`src/design/rtab_pkg.sv`:
```
/*
 * Shared widths and types of the replay table.
 * Line index is the address above the byte offset inside a 64-byte line.
 * The number of entries is a module parameter and is not defined here.
 */
package rtab_pkg;

    // Cache-line index and byte offset inside a line
    localparam int RTAB_NLINE_WIDTH  = 26;
    localparam int RTAB_OFFSET_WIDTH = 6;
    localparam int RTAB_ADDR_WIDTH   = RTAB_NLINE_WIDTH + RTAB_OFFSET_WIDTH;

    // Requester tag returned with the replayed request
    localparam int RTAB_ID_WIDTH = 4;

    // Payload of one entry, 37 bits
    typedef struct packed {
        logic [RTAB_ADDR_WIDTH-1:0] addr;
        logic [RTAB_ID_WIDTH-1:0]   tag;
        logic                       is_store;
    } rtab_req_t;

    // Blockers of an entry
    // refill_wait waits for the refill of the entry's own line
    // miss_slot_wait waits for the miss handler to accept a new miss
    typedef struct packed {
        logic refill_wait;
        logic miss_slot_wait;
    } rtab_deps_t;

    // Pop FSM
    // POP_HEAD offers the arbitrated list head
    // POP_NEXT offers the next member of the list being walked
    // POP_NEXT_WAIT holds that member under back-pressure
    typedef enum logic [1:0] {
        POP_HEAD      = 2'd0,
        POP_NEXT      = 2'd1,
        POP_NEXT_WAIT = 2'd2
    } rtab_pop_state_e;

endpackage

```
`src/design/rtab_entry_store.sv`:
```
/*
 * Entry array of the replay table with its list and dependency flags.
 * Allocation takes the lowest free entry; the caller never allocates when full.
 * A clearing event in the same cycle as a new wait wins over the wait.
 */
`timescale 1ns/1ns

module rtab_entry_store
    import rtab_pkg::*;
#(
    parameter  int NumEntries = 8,
    localparam int PtrWidth   = $clog2(NumEntries)
) (
    input  logic                                 clk_i,
    input  logic                                 rst_ni,
    // Line check
    input  logic [RTAB_NLINE_WIDTH-1:0]          check_nline_i,
    output logic                                 check_hit_o,
    // Allocation
    input  logic                                 alloc_i,
    input  logic                                 alloc_link_i,
    input  rtab_req_t                            alloc_req_i,
    input  rtab_deps_t                           alloc_deps_i,
    // Pop side
    input  logic                                 take_i,
    input  logic [NumEntries-1:0]                take_sel_i,
    input  logic                                 commit_i,
    input  logic                                 rback_i,
    input  logic [PtrWidth-1:0]                  done_ptr_i,
    input  rtab_deps_t                           rback_deps_i,
    // Blocker events
    input  logic                                 refill_i,
    input  logic [RTAB_NLINE_WIDTH-1:0]          refill_nline_i,
    input  logic                                 miss_ready_i,
    // State toward arbiter and pop FSM
    output logic [NumEntries-1:0]                head_ready_o,
    output logic [NumEntries-1:0]                tail_o,
    output logic [NumEntries-1:0]                valid_o,
    output logic [NumEntries-1:0][PtrWidth-1:0]  next_o,
    output rtab_req_t                            sel_req_o
);

    rtab_req_t [NumEntries-1:0]                req_q;
    logic      [NumEntries-1:0][PtrWidth-1:0]  next_q;

    logic [NumEntries-1:0] valid_q;
    logic [NumEntries-1:0] head_q;
    logic [NumEntries-1:0] tail_q;
    logic [NumEntries-1:0] refill_wait_q;
    logic [NumEntries-1:0] miss_wait_q;

    logic [RTAB_NLINE_WIDTH-1:0] nline [NumEntries];
    logic [NumEntries-1:0] check_match;
    logic [NumEntries-1:0] refill_match;
    logic [NumEntries-1:0] match_tail;

    logic [NumEntries-1:0] free;
    logic [NumEntries-1:0] free_sel;
    logic [PtrWidth-1:0]   alloc_ptr;
    logic [NumEntries-1:0] alloc_vec;
    logic [NumEntries-1:0] link_vec;

    logic [NumEntries-1:0] done_vec;
    logic [NumEntries-1:0] take_vec;
    logic [NumEntries-1:0] commit_vec;
    logic [NumEntries-1:0] rback_vec;

    logic [NumEntries-1:0] head_set, head_rst;
    logic [NumEntries-1:0] tail_set, tail_rst;
    logic [NumEntries-1:0] refill_wait_set, refill_wait_rst;
    logic [NumEntries-1:0] miss_wait_set, miss_wait_rst;

    // Line of each entry and its comparisons
    for (genvar i = 0; i < NumEntries; i++) begin : gen_match
        assign nline[i]        = req_q[i].addr[RTAB_ADDR_WIDTH-1:RTAB_OFFSET_WIDTH];
        assign check_match[i]  = valid_q[i] & (nline[i] == check_nline_i);
        assign refill_match[i] = nline[i] == refill_nline_i;
    end

    assign check_hit_o = |check_match;
    assign match_tail  = check_match & tail_q;

    // Lowest free entry as one-hot and as index
    assign free     = ~valid_q;
    assign free_sel = free & (~free + 1'b1);

    always_comb begin
        alloc_ptr = '0;
        for (int i = 0; i < NumEntries; i++) begin
            if (free_sel[i]) begin
                alloc_ptr = PtrWidth'(i);
            end
        end
    end

    assign alloc_vec = free_sel & {NumEntries{alloc_i | alloc_link_i}};
    assign link_vec  = match_tail & {NumEntries{alloc_link_i}};

    always_comb begin
        done_vec             = '0;
        done_vec[done_ptr_i] = 1'b1;
    end

    assign take_vec   = take_sel_i & {NumEntries{take_i}};
    assign commit_vec = done_vec & {NumEntries{commit_i}};
    assign rback_vec  = done_vec & {NumEntries{rback_i}};

    // New lists start with a head; linked entries wait behind their predecessor
    assign head_set = (alloc_vec & {NumEntries{alloc_i}}) | rback_vec;
    assign head_rst = take_vec | (alloc_vec & {NumEntries{alloc_link_i}});

    // The tail flag moves from the old tail to the linked entry
    assign tail_set = alloc_vec;
    assign tail_rst = link_vec | commit_vec;

    assign refill_wait_set = (alloc_vec & {NumEntries{alloc_deps_i.refill_wait}}) |
                             (rback_vec & {NumEntries{rback_deps_i.refill_wait}});
    assign refill_wait_rst = refill_match & {NumEntries{refill_i}};
    assign miss_wait_set   = (alloc_vec & {NumEntries{alloc_deps_i.miss_slot_wait}}) |
                             (rback_vec & {NumEntries{rback_deps_i.miss_slot_wait}});
    assign miss_wait_rst   = {NumEntries{miss_ready_i}};

    always_ff @(posedge clk_i or negedge rst_ni) begin
        if (!rst_ni) begin
            valid_q       <= '0;
            head_q        <= '0;
            tail_q        <= '0;
            refill_wait_q <= '0;
            miss_wait_q   <= '0;
        end else begin
            valid_q       <= (valid_q & ~commit_vec) | alloc_vec;
            head_q        <= (head_q & ~head_rst) | head_set;
            tail_q        <= (tail_q & ~tail_rst) | tail_set;
            refill_wait_q <= (refill_wait_q | refill_wait_set) & ~refill_wait_rst;
            miss_wait_q   <= (miss_wait_q | miss_wait_set) & ~miss_wait_rst;
        end
    end

    // Payloads and list links
    always_ff @(posedge clk_i) begin
        for (int i = 0; i < NumEntries; i++) begin
            if (alloc_vec[i]) begin
                req_q[i] <= alloc_req_i;
            end
            if (link_vec[i]) begin
                next_q[i] <= alloc_ptr;
            end
        end
    end

    assign head_ready_o = valid_q & head_q & ~(refill_wait_q | miss_wait_q);
    assign tail_o       = tail_q;
    assign valid_o      = valid_q;
    assign next_o       = next_q;

    always_comb begin
        sel_req_o = '0;
        for (int i = 0; i < NumEntries; i++) begin
            if (take_sel_i[i]) begin
                sel_req_o = sel_req_o | req_q[i];
            end
        end
    end

    // Lists of one line never fork, so linking finds a single tail
    assert property (@(posedge clk_i) disable iff (!rst_ni)
        alloc_link_i |-> $onehot0(match_tail))
        else $error("rtab store: more than one tail matches the checked line");

    assert property (@(posedge clk_i) disable iff (!rst_ni)
        (commit_i || rback_i) |-> valid_q[done_ptr_i])
        else $error("rtab store: commit or rollback names an invalid entry");

endmodule

```
`config.mk`:
```
export PLATFORM = sky130hd
export DESIGN_NAME = rtab_entry_store
export DESIGN_NICKNAME = d
export VERILOG_FILES = /design/src/design/rtab_pkg.sv /design/src/design/rtab_entry_store.sv
export SDC_FILE = /design/constraint.sdc
export NUM_CORES = 1
export LEC_CHECK = 0
export BUFFER_PORTS_ARGS = -buffer_cell sky130_fd_sc_hd__buf_2
export CORE_MARGIN = 2
export CORE_UTILIZATION = 35
export CTS_BUF_LIST = sky130_fd_sc_hd__clkbuf_8
export DETAILED_ROUTE_END_ITERATION = 8
export GPL_ROUTABILITY_DRIVEN = 0
export PLACE_DENSITY = 0.61
export SYNTH_ARGS = -nofsm -noshare
export SYNTH_HDL_FRONTEND = slang
export SYNTH_SLANG_ARGS = --single-unit
```
`constraint.sdc`:
```
create_clock -name clk_i -period 10.5 [get_ports clk_i]
set_clock_uncertainty 0.1 [all_clocks]
set_input_delay 0.525 -clock clk_i [delete_from_list [all_inputs] [get_ports clk_i]]
set_output_delay 0.525 -clock clk_i [all_outputs]
set_load 0.01 [all_outputs]
```
==> metrics.md <==
| Metric | Value |
|---|---|
| Setup total negative slack | 0 ns |
| Number of buffers created by CTS | 59 |
| Overall fraction of global-route tracks in use | 0.261 |
| Effective utilization at floorplan | 0.352 |
| Period utilisation layout | 0.357 |
| CTS H-tree lvls | 2 |
| Post-cts resize count | 0 |
| Share of total power in combinational logic | 0.226 |
| CTS tree | built |
| Routed vias/inst | between 5 and 6 |
| Power density over the cells | roughly 210 nW/um^2 |
| Yosys cell types | 42 |
| Flop pwr share | 0.481 |
| Measured slew at the worst slew-check pin | 1.15 ns |
| Mean post-synth cell area | 12.9 sq um |
| Worst slew margin relative to its limit | 0.224 |
| Top-Level Pins | around 200 |
| Fraction of post-synthesis cell area in the top cell type by area | 0.534 |
| Initial antenna violation count | 21 |
| Crit-path max cell delay | around 0.54 ns |
| Worst EP arrival | 3.12 ns |
| X dimension of the die | approximately 230 um |
| Number of fillers in the final layout | between 4,000 and 5,000 |
| Share of the yosys chip area belonging to registers | 0.590 |
| Primary flip-flop cell chosen by synthesis mapping | edfxtp_1 |
| Die outline area | 53,200 sq um |
| Fmax achieved | roughly 270 MHz |
| Number of flip-flops and latches in the synthesized netlist | 360 |
| Number of endpoints failing setup at the final stage | 0 |
| Post-layout min period | around 3.7 ns |
| Highest ir drop seen on vdd | 0.151 mV |
| Most numerous cell on the critical path | nand4_1 |
| Largest net degree at the start of global routing | 41 |
| Area of the placeable core | about 51,000 sq um |
| Core occupancy in the finished layout | 0.412 |
| Switching power | 0.00153 W |
| Number of buffers added for setup after CTS | 0 |
| Critical Path Slowest Stage Cell | xnor2_1 |
| Internal power | 0.00293 W |
| Number of hold-slack violations in the final timing report | 0 |
| Run status | finished, final reports clean |
| Leading post-synthesis cells by cell area | edfxtp_1 53%, xnor2_1 17%, a22oi_1 6.2% |
| Post-synthesis instance total | between 1,000 and 1,500 |
| Critical path's top delay family | simple AND/OR/NAND/NOR gates |
| Residual antenna-violating net count after detailed routing | 0 |
| Vias | 13,900 |
| Drt first-iter violations | 2,257 |
| Detailed Route WL | 70.6 mm |
| Buffers and inverters on the worst path | 1 |
| Nature of the critical path startpoint | flop |
| Synth async-reset ratio | 0.111 |
| Worst endpoint required time | between 9 and 10 ns |
| Fraction of power spent switching nets | 0.343 |
| Maxcap violations | 0 |
| Synth warnings | 0 |
| Cell Area, Synth | between 15,000 and 20,000 sq um |
| Vias in the first global route | 13,500 |
| Number of nets in the layout | 1,709 |
| Post-DP HPWL | 50.5 mm |
| # DRC | 0 |
| Worst-Skew Late Latency | 0.71 ns |
| Clock Tree Buf Depth | 3 |
| HP Class | in2reg |
| Number of buffer cells added on primary ports | 198 |
| Number of enable-type register cells in the synthesized netlist | 320 |
| Critical path capture point type | output pin |
| Global-route wire length before repair | a little under 100 mm |
| Lkg Pwr | 6.94 nW |
| Unrepaired setup endpoints after global routing | no |
| First-pass iteration count of the detailed router | 6 |
| Critical setup path kind | reg2out |
| Floorplan row count | slightly above 80 |
| Ratio of cells with drive above 1 in the final layout | 0.187 |
| Chain of cells forming the critical path | xnor2_1, nand4_1, nor4_1, nand4_1, nand4_1, or4b_1, buf_2 |
| Relative contribution of the clock network to total power | 0.293 |
| Final max-slew violation count | 0 |
| Biggest area consumer among synthesized cells | edfxtp_1 |
| CTS clock-pin slew for the worst setup and hold paths | 0.07 ns |
| Syn nets | 1,505 |
| CTS root buf | clkbuf_8 |
| Clock net sink count | 360 |
| Remaining Overflow, GRT | 0 |
| Area delta synth->final | 17.1% |
| Die span in y | about 230 um |
| Crit Path Max Fanout | 3 |
| WL per Instance | approximately 30 um |
cells by family after synthesis:
group                  share of synthesized area
AND/OR/NAND/NOR                           0.0944
XOR/XNOR                                   0.203
flip-flops                                 0.590
buffers and inverters                     0.0285
AO/OA/AOI/OAI                             0.0836
layer usage:
| metal | global-route usage | routed length [um] | up-vias |
|---|---|---|---|
| met5 | 0 | 66 | - |
| met4 | 0.123 | 3720 | 12 |
| met3 | 0.0794 | 8290 | 247 |
| met2 | 0.395 | 31100 | 1093 |
| met1 | 0.343 | 27400 | 6846 |
| li1 | - | - | 5677 |
cell usage after synthesis (2+ instances only):
master	count
a211o_1	2
o21bai_1	4
xnor2_1	356
clkbuf_1	61
a31oi_1	2
a22oi_1	148
inv_1	4
buf_2	12
buf_6	11
buf_1	11
xor2_1	58
nor4_2	2
dfrtp_1	40
nand2_1	47
buf_4	5
or4_1	2
a21o_1	7
edfxtp_1	320
a221oi_1	16
a21oi_1	16
o21ai_0	4
and2_1	5
nand4_1	131
nor3b_1	2
nor4_1	26
nor2b_1	2
nor3_1	30
a31o_1	2
nand3_1	20
and3_1	2
nor2_1	28
xnor2_2	2
nand2b_1	5
area by class of cell:
cell class	instances	area (sq um)	share of cell area
Clock inverter	46	349	0.0166
Clock buffer	65	895	0.0425
Timing Repair Buffer	244	1410	0.0668
Antenna cell	15	37.5	0.00178
Multi-Input combinational cell	927	6890	0.327
Inverter	4	15.0	0.000713
Sequential cell	360	10600	0.504
Tap cell	680	851	0.0404
placed cells by master (no fill, tap or decap), types with 3 or more instances in the layout:
cell type	instances
xnor2_1	356
edfxtp_1	320
buf_2	198
a22oi_1	148
nand4_1	131
clkbuf_8	65
xor2_1	58
nand2_1	47
dfrtp_1	40
dlygate4sd3_1	28
nor2_1	27
nor3_1	26
nor4_1	25
inv_1	20
nand3_1	20
buf_4	18
a221oi_1	16
a21oi_1	16
clkinv_1	16
diode_2	15
a21o_1	7
nand2b_1	5
and2_1	5
bufinv_16	5
nor3_2	4
o21bai_1	4
o21ai_0	4
clkinv_2	4
nor4_2	3
path summary, 6_finish.rpt:
kind	from	endpoint	slack [ns]	cells after the start
worst min-delay path	alloc_req_i[26]	nline[171]	0.02	1
worst max register to register	valid_o[2]	refill_wait_q[5]	7.36	6
min in group asynchronous	rst_ni	valid_o[0]	0.42	2
worst max-delay path	nline[191]	check_hit_o	6.76	7
worst min register to register	head_q[6]	head_q[6]	0.40	2
max in group asynchronous	rst_ni	tail_o[7]	9.31	2
repair_timing:
action / in CTS / in global routing
hold buffers: 28 / 0
endpoints found under the hold margin: 242 / 0
setup endpoints to repair: 0 / 0
state kept, by name (all words and copies together) (netlist names):
register and count:
head_q 8, miss_wait_q 8, nline 208, req_q 88
tail_o 8, valid_o 8, next_o 24, refill_wait_q 8
stage by stage:
step / instances / setup slack [ns] / hold WS [ns] / total power, W / area [sq um]
after floorplan: 1392 / 4.87 / 0.129 / 0.00265 / 18000
after global placement: 2187 / 7.29 / 0.371 / 0.00312 / 19500
after detailed placement: 2187 / 7.26 / 0.381 / 0.00313 / 19500
after CTS: 2326 / 6.83 / 0.00308 / 0.00443 / 21000
after global routing: 2336 / 6.70 / 0.0174 / 0.00460 / 21000
final: 2341 / 6.76 / 0.0244 / 0.00446 / 21100
power groups by stage:
stage          sequential [W]  clock [W]  combinational [W]
2_1_floorplan         0.00207          0           0.000582
3_3_place_gp          0.00215          0           0.000971
3_5_place_dp          0.00216          0           0.000969
4_1_cts               0.00213    0.00132           0.000984
5_1_grt               0.00216    0.00138            0.00106
6_report              0.00215    0.00130            0.00101
Note: power is estimated with default switching activity, not from simulation.
