**config.mk**
```make
export PLATFORM = sky130hd
export DESIGN_NAME = rtab_pop_ctrl
export DESIGN_NICKNAME = d
export VERILOG_FILES = /design/src/design/rtab_pkg.sv /design/src/design/rtab_pop_ctrl.sv
export SDC_FILE = /design/constraint.sdc
export NUM_CORES = 1
export LEC_CHECK = 0
export BUFFER_PORTS_ARGS = -buffer_cell sky130_fd_sc_hd__buf_2
export CAP_MARGIN = 0
export CORE_ASPECT_RATIO = 0.6
export CORE_MARGIN = 3
export CORE_UTILIZATION = 40
export CTS_CLUSTER_DIAMETER = 150
export CTS_CLUSTER_SIZE = 14
export DETAILED_ROUTE_END_ITERATION = 8
export MAX_ROUTING_LAYER = met4
export PLACE_DENSITY = 0.72
export SLEW_MARGIN = 20
export SYNTH_ARGS = -nofsm -noshare
export SYNTH_HDL_FRONTEND = slang
export SYNTH_SLANG_ARGS = --single-unit
```
**constraint.sdc**
```tcl
create_clock -name clk_i -period 4.3 [get_ports clk_i]
set_input_delay 0.645 -clock clk_i [delete_from_list [all_inputs] [get_ports clk_i]]
set_output_delay 0.645 -clock clk_i [all_outputs]
set_load 0.01 [all_outputs]
```
**src/design/rtab_pkg.sv**
```systemverilog
/*
 * Shared widths and types of the replay table.
 * Line index is the address above the byte offset inside a 64-byte line.
 * The number of entries is a module parameter and is not defined here.
 */
package rtab_pkg;

    // Cache-line index and byte offset inside a line
    localparam int RTAB_NLINE_WIDTH  = 26;
    localparam int RTAB_OFFSET_WIDTH = 6;
    localparam int RTAB_ADDR_WIDTH   = RTAB_NLINE_WIDTH + RTAB_OFFSET_WIDTH;

    // Requester tag returned with the replayed request
    localparam int RTAB_ID_WIDTH = 4;

    // Payload of one entry, 37 bits
    typedef struct packed {
        logic [RTAB_ADDR_WIDTH-1:0] addr;
        logic [RTAB_ID_WIDTH-1:0]   tag;
        logic                       is_store;
    } rtab_req_t;

    // Blockers of an entry
    // refill_wait waits for the refill of the entry's own line
    // miss_slot_wait waits for the miss handler to accept a new miss
    typedef struct packed {
        logic refill_wait;
        logic miss_slot_wait;
    } rtab_deps_t;

    // Pop FSM
    // POP_HEAD offers the arbitrated list head
    // POP_NEXT offers the next member of the list being walked
    // POP_NEXT_WAIT holds that member under back-pressure
    typedef enum logic [1:0] {
        POP_HEAD      = 2'd0,
        POP_NEXT      = 2'd1,
        POP_NEXT_WAIT = 2'd2
    } rtab_pop_state_e;

endpackage

```
**src/design/rtab_pop_ctrl.sv**
```systemverilog
/*
 * Pop FSM of the replay table.
 * After a head is taken, the rest of its list is offered in order.
 * The caller does not accept a pop in the cycle of a rollback.
 */
`timescale 1ns/1ns

module rtab_pop_ctrl
    import rtab_pkg::*;
#(
    parameter  int NumEntries = 8,
    localparam int PtrWidth   = $clog2(NumEntries)
) (
    input  logic                                 clk_i,
    input  logic                                 rst_ni,
    input  logic [NumEntries-1:0]                head_gnt_i,
    input  logic [NumEntries-1:0]                tail_i,
    input  logic [NumEntries-1:0][PtrWidth-1:0]  next_i,
    input  logic                                 pop_ready_i,
    input  logic                                 rback_i,
    output logic                                 pop_valid_o,
    output logic [PtrWidth-1:0]                  pop_ptr_o,
    output logic                                 take_o,
    output logic [NumEntries-1:0]                take_sel_o,
    output logic                                 advance_o
);

    rtab_pop_state_e       state_q, state_d;
    logic [NumEntries-1:0] member_q, member_d;
    logic [NumEntries-1:0] next_sel;
    logic                  in_head;
    logic                  sel_is_tail;

    assign in_head = state_q == POP_HEAD;

    // List members are offered even though their head flag is clear
    assign pop_valid_o = in_head ? |head_gnt_i : 1'b1;
    assign take_sel_o  = in_head ? head_gnt_i : member_q;
    assign take_o      = pop_valid_o & pop_ready_i;
    assign advance_o   = in_head & take_o;

    always_comb begin
        pop_ptr_o = '0;
        for (int i = 0; i < NumEntries; i++) begin
            if (take_sel_o[i]) begin
                pop_ptr_o = PtrWidth'(i);
            end
        end
    end

    assign sel_is_tail = |(take_sel_o & tail_i);
    assign next_sel    = {{(NumEntries - 1){1'b0}}, 1'b1} << next_i[pop_ptr_o];

    always_comb begin
        state_d  = state_q;
        member_d = member_q;
        unique case (state_q)
            POP_HEAD: begin
                if (take_o && !sel_is_tail) begin
                    state_d  = POP_NEXT;
                    member_d = next_sel;
                end
            end
            POP_NEXT: begin
                // First cycle after the predecessor left, its rollback can arrive here
                if (rback_i) begin
                    state_d = POP_HEAD;
                end else if (pop_ready_i) begin
                    if (sel_is_tail) begin
                        state_d = POP_HEAD;
                    end else begin
                        member_d = next_sel;
                    end
                end else begin
                    state_d = POP_NEXT_WAIT;
                end
            end
            POP_NEXT_WAIT: begin
                if (pop_ready_i) begin
                    if (sel_is_tail) begin
                        state_d = POP_HEAD;
                    end else begin
                        state_d  = POP_NEXT;
                        member_d = next_sel;
                    end
                end
            end
            default: begin
                state_d = POP_HEAD;
            end
        endcase
    end

    always_ff @(posedge clk_i or negedge rst_ni) begin
        if (!rst_ni) begin
            state_q  <= POP_HEAD;
            member_q <= '0;
        end else begin
            state_q  <= state_d;
            member_q <= member_d;
        end
    end

    // A rollback follows a transfer, so it never meets a held member or a new transfer
    assert property (@(posedge clk_i) disable iff (!rst_ni)
        rback_i |-> ((state_q != POP_NEXT_WAIT) && !pop_ready_i))
        else $error("rtab pop: rollback outside the cycle after a transfer");

endmodule

```
==> impl_metrics.tcl, run 1 <==
set metrics [dict create \
    fmax_mhz 288.7 \
    clockBufferDepth 2 \
    arrival_ns 3.57 \
    tritoncts "built" \
    cts-htree-levels 1 \
    slowest_stage "ha_1" \
    antenna_found_initial 0 \
    num_antenna_cells 0 \
    core_um2 2375 \
    ys_ff_latch 10 \
    syn-cell-area_um2 1094 \
    grt_use_total_pct 20.19 \
    yosysSeqAreaShare_pct 22.88 \
    post-route-period-util_pct 80.57 \
    setup-tns-final_ns 0 \
    via_per_inst 5.693 \
    peakVddDrop_v 0.0003602 \
    post_cts_buffers 0 \
    relSlewSlack_pct 45.23 \
    fin_util_pct 59.69 \
    setup_viol 0 \
    holdBufCountCts 0 \
    overflow 0 \
    gp_congestion 0.9614 \
    cp_top_family "compound AO/OA/AOI/OAI gates" \
    cp_max_fo 21 \
    start_util_pct 46.05 \
    r2r_end "member_q[5]" \
    port_buffers 57 \
    num_rows 13 \
    route.detailed.drc 0 \
    fp.dieH_um 46.50 \
    clock-sinks 10 \
    rsz0062_at_grt "no" \
    finalHoldViolations 0 \
    grt_start_max_net_pins 22 \
    routedWlPerCell_um 16.28 \
    postRouteAntennaNets 0 \
    cellLeakagePower_nw 0.7326 \
    path_buf_inv 1 \
    synth-warning-count 0 \
    routed_wirelength_um 3337 \
    slew_viol_final 0 \
    postSynthAreaPerCell_um2 9.189 \
    power_density_nw_per_um2 853.8 \
    hold_class "in2async" \
    reg2regPathDepth 9 \
    max-cap-violations 0 \
    clk_pin_slew_ns 0.04 \
    vias 1167 \
    period_minus_slack_ns 3.464 \
    grt_pass1_wl_um 5168 \
    endpoint_kind "flip-flop" \
    io_pins 58 \
    drtIter0Drc 92 \
    setup.worst_path.class "reg2reg" \
    place_hpwl_um 2846 \
    firstDrtPassIters 4 \
    path_cells "inv_1, ha_1, mux2i_1, nand2b_1, o21a_4, mux2_1, o211ai_1, nand2_1, o41ai_1" \
    status "completed" \
    die_x_um 73.50 \
    synthCells 119 \
    die_area_um2 3418 \
    cp.required_ns 4.41 \
    r2r-start "state_q[0]" \
    worst_slew_pin_slew_ns 0.8216 \
    grt_pass1_vias 1127 \
    cp_slowest_stage_delay_ns 0.69 \
    n_fill_cell 216 \
    clock_skew_ns 0.004306 \
    drive_above_1_share_pct 42.29 \
    root_buffer "clkbuf_8" \
    worst_skew_pair.late_latency_ns 0.22 \
    numCtsBuffers 3 \
    startpoint_type "flip-flop" \
    finalNetCount 225 \
    synth_fp_nets 167 \
    r2r_slack_ns 0.84 \
    syn2layout_area_growth_pct 29.63 \
    synth_cell_types 41 \
    cts_resized 0 \
]
==> layout make-up <==
| type | instances | area (um^2) | share of cell area, % |
|---|---|---|---|
| multi-input combinational | 96 | 769.5 | 54.28 |
| timing repair buffer | 57 | 285.3 | 20.12 |
| sequential | 10 | 250.2 | 17.65 |
| clock buffer | 3 | 41.29 | 2.913 |
| tap | 30 | 37.54 | 2.648 |
| inverter | 9 | 33.78 | 2.383 |
==> layout by cell type, fill, tap and decap left out, types with 2 or more instances in the layout <==
master,count
nor3_1,4
a32o_1,4
a22oi_1,4
a21oi_1,5
nand2_1,13
clkbuf_8,3
mux2i_1,10
o41ai_1,4
inv_1,9
dfrtp_1,10
mux2_1,3
mux2_2,3
mux2_4,5
ha_1,4
nor2b_1,2
o31ai_1,2
nor2_1,8
nand2b_1,2
o211ai_1,3
a21o_1,2
buf_2,57
==> registers in the layout, indices dropped and copies added, names as in the netlist <==
name      count
member_q      8
state_q       2
==> worst max path at each step <==
stage / slack (ns) / startpoint / to / depth (start not counted)
2_1_floorplan: 1.70 / state_q[0] / member_q[1] / 10
6_report: 0.84 / state_q[0] / member_q[5] / 9
5_1_grt: 0.42 / state_q[0] / member_q[5] / 9
4_1_cts: 0.84 / state_q[0] / member_q[5] / 9
3_5_place_dp: 0.86 / state_q[0] / member_q[5] / 9
3_3_place_gp: 0.99 / state_q[0] / member_q[1] / 9
==> power by group <==
part           switching [mW]  internal (mW)  leakage [nW]
sequential             0.0271          0.123         0.133
clock                  0.0286         0.0606        0.0216
combinational           0.558          0.413         0.578
total                   0.614          0.597         0.733
==> Yosys cell counts (all sizes together) <==
library cell | count | share of area (%)
ha | 4 | 4.6
nand3 | 1 | 0.46
buf | 3 | 3.3
o32ai | 1 | 0.80
and3 | 1 | 0.57
mux2 | 11 | 13
nor2b | 2 | 1.1
a32o | 4 | 3.7
and3b | 1 | 0.80
o221ai | 2 | 2.2
nand2 | 13 | 4.5
o41ai | 4 | 3.2
dfrtp | 10 | 23
clkbuf | 1 | 0.34
nor3 | 4 | 1.8
and2 | 1 | 0.57
o22a | 1 | 0.80
inv | 9 | 3.1
o211ai | 3 | 2.1
nand2b | 2 | 1.1
a21oi | 6 | 3.8
o221a | 1 | 1.8
a22oi | 4 | 2.7
mux2i | 10 | 9.2
nand4 | 1 | 0.57
nor3b | 1 | 0.69
o31ai | 2 | 1.4
nand4b | 1 | 0.80
o21a | 1 | 1.4
o21ai | 3 | 1.7
or4b | 1 | 0.92
nor2 | 8 | 2.7
a21o | 2 | 1.4
==> cell families after synthesis <==
logic type | share of synthesized area (%)
AND/OR/NAND/NOR | 16.71
AO/OA/AOI/OAI | 26.89
multiplexers | 22.20
buffers and inverters | 6.750
flip-flops | 22.88
adder cells (fa/ha/maj) | 4.577
==> per-stage QoR <==
stage	total power [mW]	hold WS [ns]	setup WS, ns	cells	instance area, um^2
after floorplan	0.9361	0.3494	1.702	119	1094
after global placement	1.079	0.4979	0.9932	202	1376
after detailed placement	1.109	0.5151	0.8635	202	1376
after CTS	1.206	0.2759	0.8416	205	1418
after global routing	1.318	0.2833	0.4195	205	1418
final	1.210	0.2668	0.8356	205	1418
==> per-layer routing <==
layer  global-route usage, %  vias up  share of wire [%]
li1                        -      563                  -
met1                   28.79      552                 45
met2                   30.81       50                 45
met3                   2.397        2                9.2
met4                   3.971        0               0.48
met5                       -        -                  0
(Power assumes the default switching activity.)
==> inputs of run 2 (changes only) <==
PLACE_DENSITY = 0.75   (was 0.72)
clock period = 2.99 ns   (was 4.3 ns; I/O delays follow)
==> run 2 against run 1 <==
  * First-iteration DRC count is 22% lower
  * Fmax is 19% higher
  * Global-route usage is 0.54 points higher
  * Count of clock-buffer cells in the layout is 1 higher
  * Die area stayed put
  * Clock skew hardly changed
  * Sequential share of layout area is 0.97 points lower
  * Core utilization is 3.5 points higher
  * Final cell count is 3.4% higher
  * Critical endpoint unchanged
  * Wire length is 5.7% higher
  * Power is 59% higher
==> impl_metrics.tcl, run 2 (synthesis gave the netlist of run 1 again) <==
set metrics [dict create \
    top_regs "member_q: 8 flops, state_q: 2 flops" \
    critPathCapture "member_q[5]" \
    post-route-period-util_pct 97.54 \
    postRouteAntennaNets 0 \
    syn2layout_area_growth_pct 37.19 \
    tritoncts "built" \
    routedWlPerCell_um 16.64 \
    hold_class "in2async" \
    die_area_um2 3418 \
    grt_use_total_pct 20.73 \
    cts-htree-levels 1 \
    max-cap-violations 0 \
    die_x_um 73.50 \
    grt_pass1_wl_um 5161 \
    regMostFlops "member_q" \
    via_per_inst 5.722 \
    gp_congestion 0.9522 \
    route.detailed.drc 0 \
    clockBufferDepth 2 \
    num_rows 13 \
    setup_slack_ns 0.07354 \
    fmax_mhz 342.9 \
    startpoint_type "flip-flop" \
    final_common_cell "buf_2" \
    largest_register_ffs 8 \
    r2r_end "member_q[5]" \
    fin_util_pct 63.17 \
    clk_pin_slew_ns 0.05 \
    antenna_found_initial 0 \
    worst_skew_pair.late_latency_ns 0.24 \
    setup.worst_path.class "reg2reg" \
    vias 1213 \
    n_fill_cell 216 \
    root_buffer "clkbuf_8" \
    pre_cts_slack_ns 0.1510 \
    worstSetupStartpoint "state_q[1]" \
    finalNetCount 231 \
    place_area_um2 1414 \
    fin_cells 212 \
    clock-sinks 10 \
    io_pins 58 \
    slew_viol_final 0 \
    endpoint_kind "flip-flop" \
    drive_above_1_share_pct 46.70 \
    overflow 0 \
    arrival_ns 3.02 \
    relSlewSlack_pct 67.13 \
    finalHoldViolations 0 \
    r2r_slack_ns 0.07 \
    routed_wirelength_um 3527 \
    fp.dieH_um 46.50 \
    firstDrtPassIters 4 \
    worst_slew_pin_slew_ns 0.4931 \
    peakVddDrop_v 0.0006600 \
    cp.required_ns 3.10 \
    design_area_um2 1500 \
    period_minus_slack_ns 2.916 \
    start_util_pct 46.05 \
    r2r-start "state_q[1]" \
    place_hpwl_um 3007 \
    grt_pass1_vias 1055 \
    numCtsBuffers 3 \
    num_antenna_cells 0 \
    clock_skew_ns 0.004042 \
    final_cell_mix "buf_2 (57), nand2_1 (13), dfrtp_1 (10)" \
    drtIter0Drc 72 \
    whs_ns 0.06312 \
    status "completed" \
    reg2regPathDepth 10 \
    grt_start_max_net_pins 15 \
    rsz0062_at_grt "yes" \
    core_um2 2375 \
    cp_max_fo 13 \
    cellLeakagePower_nw 0.7770 \
    dp_cells 207 \
    port_buffers 57 \
    setup_viol 0 \
    power_density_nw_per_um2 1281 \
]
==> run 2: what timing repair did <==
| item | 4_1_cts | 5_1_grt |
|---|---|---|
| hold buffers | 0 | 0 |
| buffers inserted | 0 | 1 |
| gates resized for setup | 0 | 4 |
| endpoints found under the setup margin | 0 | 9 |
==> run 2: worst min path at each step <==
stage,slack (ns),end,startpoint
after floorplan,0.15,member_q[0],rst_ni
after global placement,0.31,member_q[7],rst_ni
after detailed placement,0.32,member_q[7],rst_ni
after CTS,0.07,state_q[0],rst_ni
after global routing,0.07,state_q[0],rst_ni
final,0.06,state_q[1],rst_ni
==> run 2: worst max-delay path: stages, from the launching register on <==
cell and delay (ns):
dfrtp_1 0.39, inv_1 0.11, ha_1 0.23, buf_4 0.16
mux2_4 0.31, nand2b_1 0.17, o21a_4 0.28, mux2_1 0.34
o211ai_1 0.25, nand2_1 0.11, o41ai_1 0.43
==> run 2: where the power goes <==
group / total (mW) / internal, mW / switching, mW
sequential: 0.217 / 0.177 / 0.0397
combinational: 1.53 / 0.671 / 0.863
clock: 0.170 / 0.116 / 0.0544
total: 1.92 / 0.964 / 0.957
==> run 2: final cells by class <==
| class | instances | area (um^2) | area share, % |
|---|---|---|---|
| Multi-Input combinational cell | 96 | 793.3 | 52.88 |
| Timing Repair Buffer | 63 | 330.3 | 22.02 |
| Sequential cell | 10 | 250.2 | 16.68 |
| Clock buffer | 4 | 55.05 | 3.670 |
| Tap cell | 30 | 37.54 | 2.502 |
| Inverter | 9 | 33.78 | 2.252 |
==> run 2: per-stage QoR <==
step                TNS (ns)  power, mW
floorplan                  0      1.346
global route        -0.05186      2.070
global placement           0      1.635
CTS                        0      1.849
finish                     0      1.921
detailed placement         0      1.672
==> run 2: layer usage <==
layer | routed length, um | track usage [%]
met5 | 0 | -
met4 | 16 | 3.249
met3 | 285 | 5.011
met2 | 1565 | 29.58
met1 | 1661 | 29.87
==> inputs of run 3 (changes only) <==
RECOVER_POWER = 100   (was not set)
REMOVE_ABC_BUFFERS = 1   (was not set)
==> run 3 against run 2 <==
  * Register-to-register slack better by 0.08 ns
  * First-iteration DRC count down 9.7%
  * Global-route usage down 0.71 points
  * Wire length shrank 6.1%
  * Power decreased by 2.9%
  * Largest cell class unchanged
  * Clock skew is 0.0020 ns lower
  * Final area is 1.4% lower
  * Highest routed layer unchanged
  * Count of clock-buffer cells in the layout is the same
  * Worst setup slack improved by 0.084 ns
  * Combinational power fell by 3%
  * Final cell count shrank 0.47%
==> impl_metrics.tcl, run 3 (synthesis gave the netlist of run 1 again) <==
set metrics [dict create \
    route.detailed.drc 0 \
    clock-sinks 10 \
    setup.worst_path.class "reg2reg" \
    status "completed" \
    antenna_found_initial 0 \
    start_util_pct 46.05 \
    reg2regPathDepth 10 \
    numCtsBuffers 3 \
    cp_max_fo 13 \
    overflow 0 \
    post-route-period-util_pct 94.72 \
    finalNetCount 230 \
    period_minus_slack_ns 2.832 \
    p_total_mw 1.866 \
    place_hpwl_um 2769 \
    drive_above_1_share_pct 40.88 \
    final_cell_mix "buf_2 (51), nand2_1 (13), dfrtp_1 (10)" \
    worst_skew_pair.late_latency_ns 0.23 \
    fp.dieH_um 46.50 \
    holdBufCountCts 0 \
    cp.required_ns 3.11 \
    p_clk_share_pct 8.9 \
    syn2layout_area_growth_pct 35.24 \
    final_common_cell "buf_2" \
    gp_congestion 0.8702 \
    top_regs "member_q: 8 flops, state_q: 2 flops" \
    combPwrFrac_pct 79.4 \
    grt_pass1_vias 1083 \
    worst_slew_pin_slew_ns 0.5344 \
    largest_register_ffs 8 \
    p_switching_mw 0.9113 \
    die_area_um2 3418 \
    cts-htree-levels 1 \
    seqPwrFrac_pct 11.7 \
    num_antenna_cells 0 \
    clk_pin_slew_ns 0.05 \
    hold_class "in2async" \
    p_int_mw 0.9547 \
    peakVddDrop_v 0.0005440 \
    slew_viol_final 0 \
    root_buffer "clkbuf_8" \
    max-cap-violations 0 \
    arrival_ns 2.95 \
    grt_pass1_wl_um 5009 \
    place_area_um2 1406 \
    power_density_nw_per_um2 1262 \
    r2r_end "member_q[2]" \
    num_rows 13 \
    r2r_slack_ns 0.16 \
    tritoncts "built" \
    regMostFlops "member_q" \
    cellLeakagePower_nw 0.7389 \
    fmax_mhz 353.1 \
    design_area_um2 1479 \
    endpoint_kind "flip-flop" \
    vias 1173 \
    die_x_um 73.50 \
    via_per_inst 5.559 \
    r2r-start "state_q[0]" \
    routedWlPerCell_um 15.69 \
    port_buffers 57 \
    postRouteAntennaNets 0 \
    rsz0062_at_grt "no" \
    core_um2 2375 \
    io_pins 58 \
    grt_start_max_net_pins 15 \
    pre_cts_slack_ns -0.1218 \
    relSlewSlack_pct 64.37 \
    setup_viol 0 \
    drtIter0Drc 65 \
    routed_wirelength_um 3311 \
    clockBufferDepth 2 \
    finalHoldViolations 0 \
    setup_slack_ns 0.1579 \
    clock_skew_ns 0.002066 \
    grt_use_total_pct 20.02 \
    switching_share_pct 48.84 \
    fin_util_pct 62.28 \
    n_fill_cell 209 \
    setup-tns-final_ns 0 \
    startpoint_type "flip-flop" \
    firstDrtPassIters 4 \
]
-- run 3: timing repair --
item,in CTS,in global routing
endpoints found under the setup margin,4,2
resized for setup,2,2
pin swaps,0,1
hold endpoints to repair,0,0
buffers inserted,0,1
-- run 3: critical path, stage by stage, from the launching register on --
cell      delay, ns
dfrtp_1        0.41
inv_1          0.14
ha_4           0.24
mux2_4         0.32
nand2b_1       0.17
o21a_4         0.29
mux2_1         0.34
o211ai_1       0.27
clkbuf_4       0.20
a21oi_1        0.07
a32o_1         0.26
-- run 3: cell type report --
type / count / area (um^2) / area share (%)
tap: 30 / 37.54 / 2.538
clock buffer: 4 / 55.05 / 3.723
inverter: 9 / 33.78 / 2.284
multi-input combinational: 96 / 794.5 / 53.72
sequential: 10 / 250.2 / 16.92
timing repair buffer: 62 / 307.8 / 20.81
-- run 3: power groups by stage --
stage	Combinational, mW	Sequential, mW	Clock (mW)
floorplan	1.05	0.202	0
finish	1.48	0.218	0.167
global route	1.61	0.222	0.179
global placement	1.39	0.214	0
CTS	1.44	0.216	0.171
detailed placement	1.42	0.218	0
-- run 3: through the flow --
| stage | hold slack (ns) | instances |
|---|---|---|
| after floorplan | 0.1529 | 115 |
| after global placement | 0.3120 | 206 |
| after detailed placement | 0.3155 | 206 |
| after CTS | 0.06576 | 210 |
| after global routing | 0.1985 | 211 |
| final | 0.1654 | 211 |
-- run 3: worst max path at each step --
stage / start / depth (start not counted) / slack, ns / endpoint
global placement: state_q[0] / 9 / 0.13 / member_q[1]
global route: state_q[1] / 9 / 0.01 / member_q[1]
CTS: state_q[1] / 9 / 0.09 / member_q[1]
finish: state_q[0] / 10 / 0.16 / member_q[2]
detailed placement: state_q[1] / 9 / -0.12 / member_q[1]
floorplan: state_q[0] / 9 / 0.05 / member_q[1]
-- run 3: per-layer routing --
metal  track usage [%]  vias to the layer above  wire, um
li1                  -                      577         -
met1             27.36                      549      1534
met2             31.34                       45      1493
met3             3.704                        2       275
met4             3.610                        0         8
met5                 -                        -         0
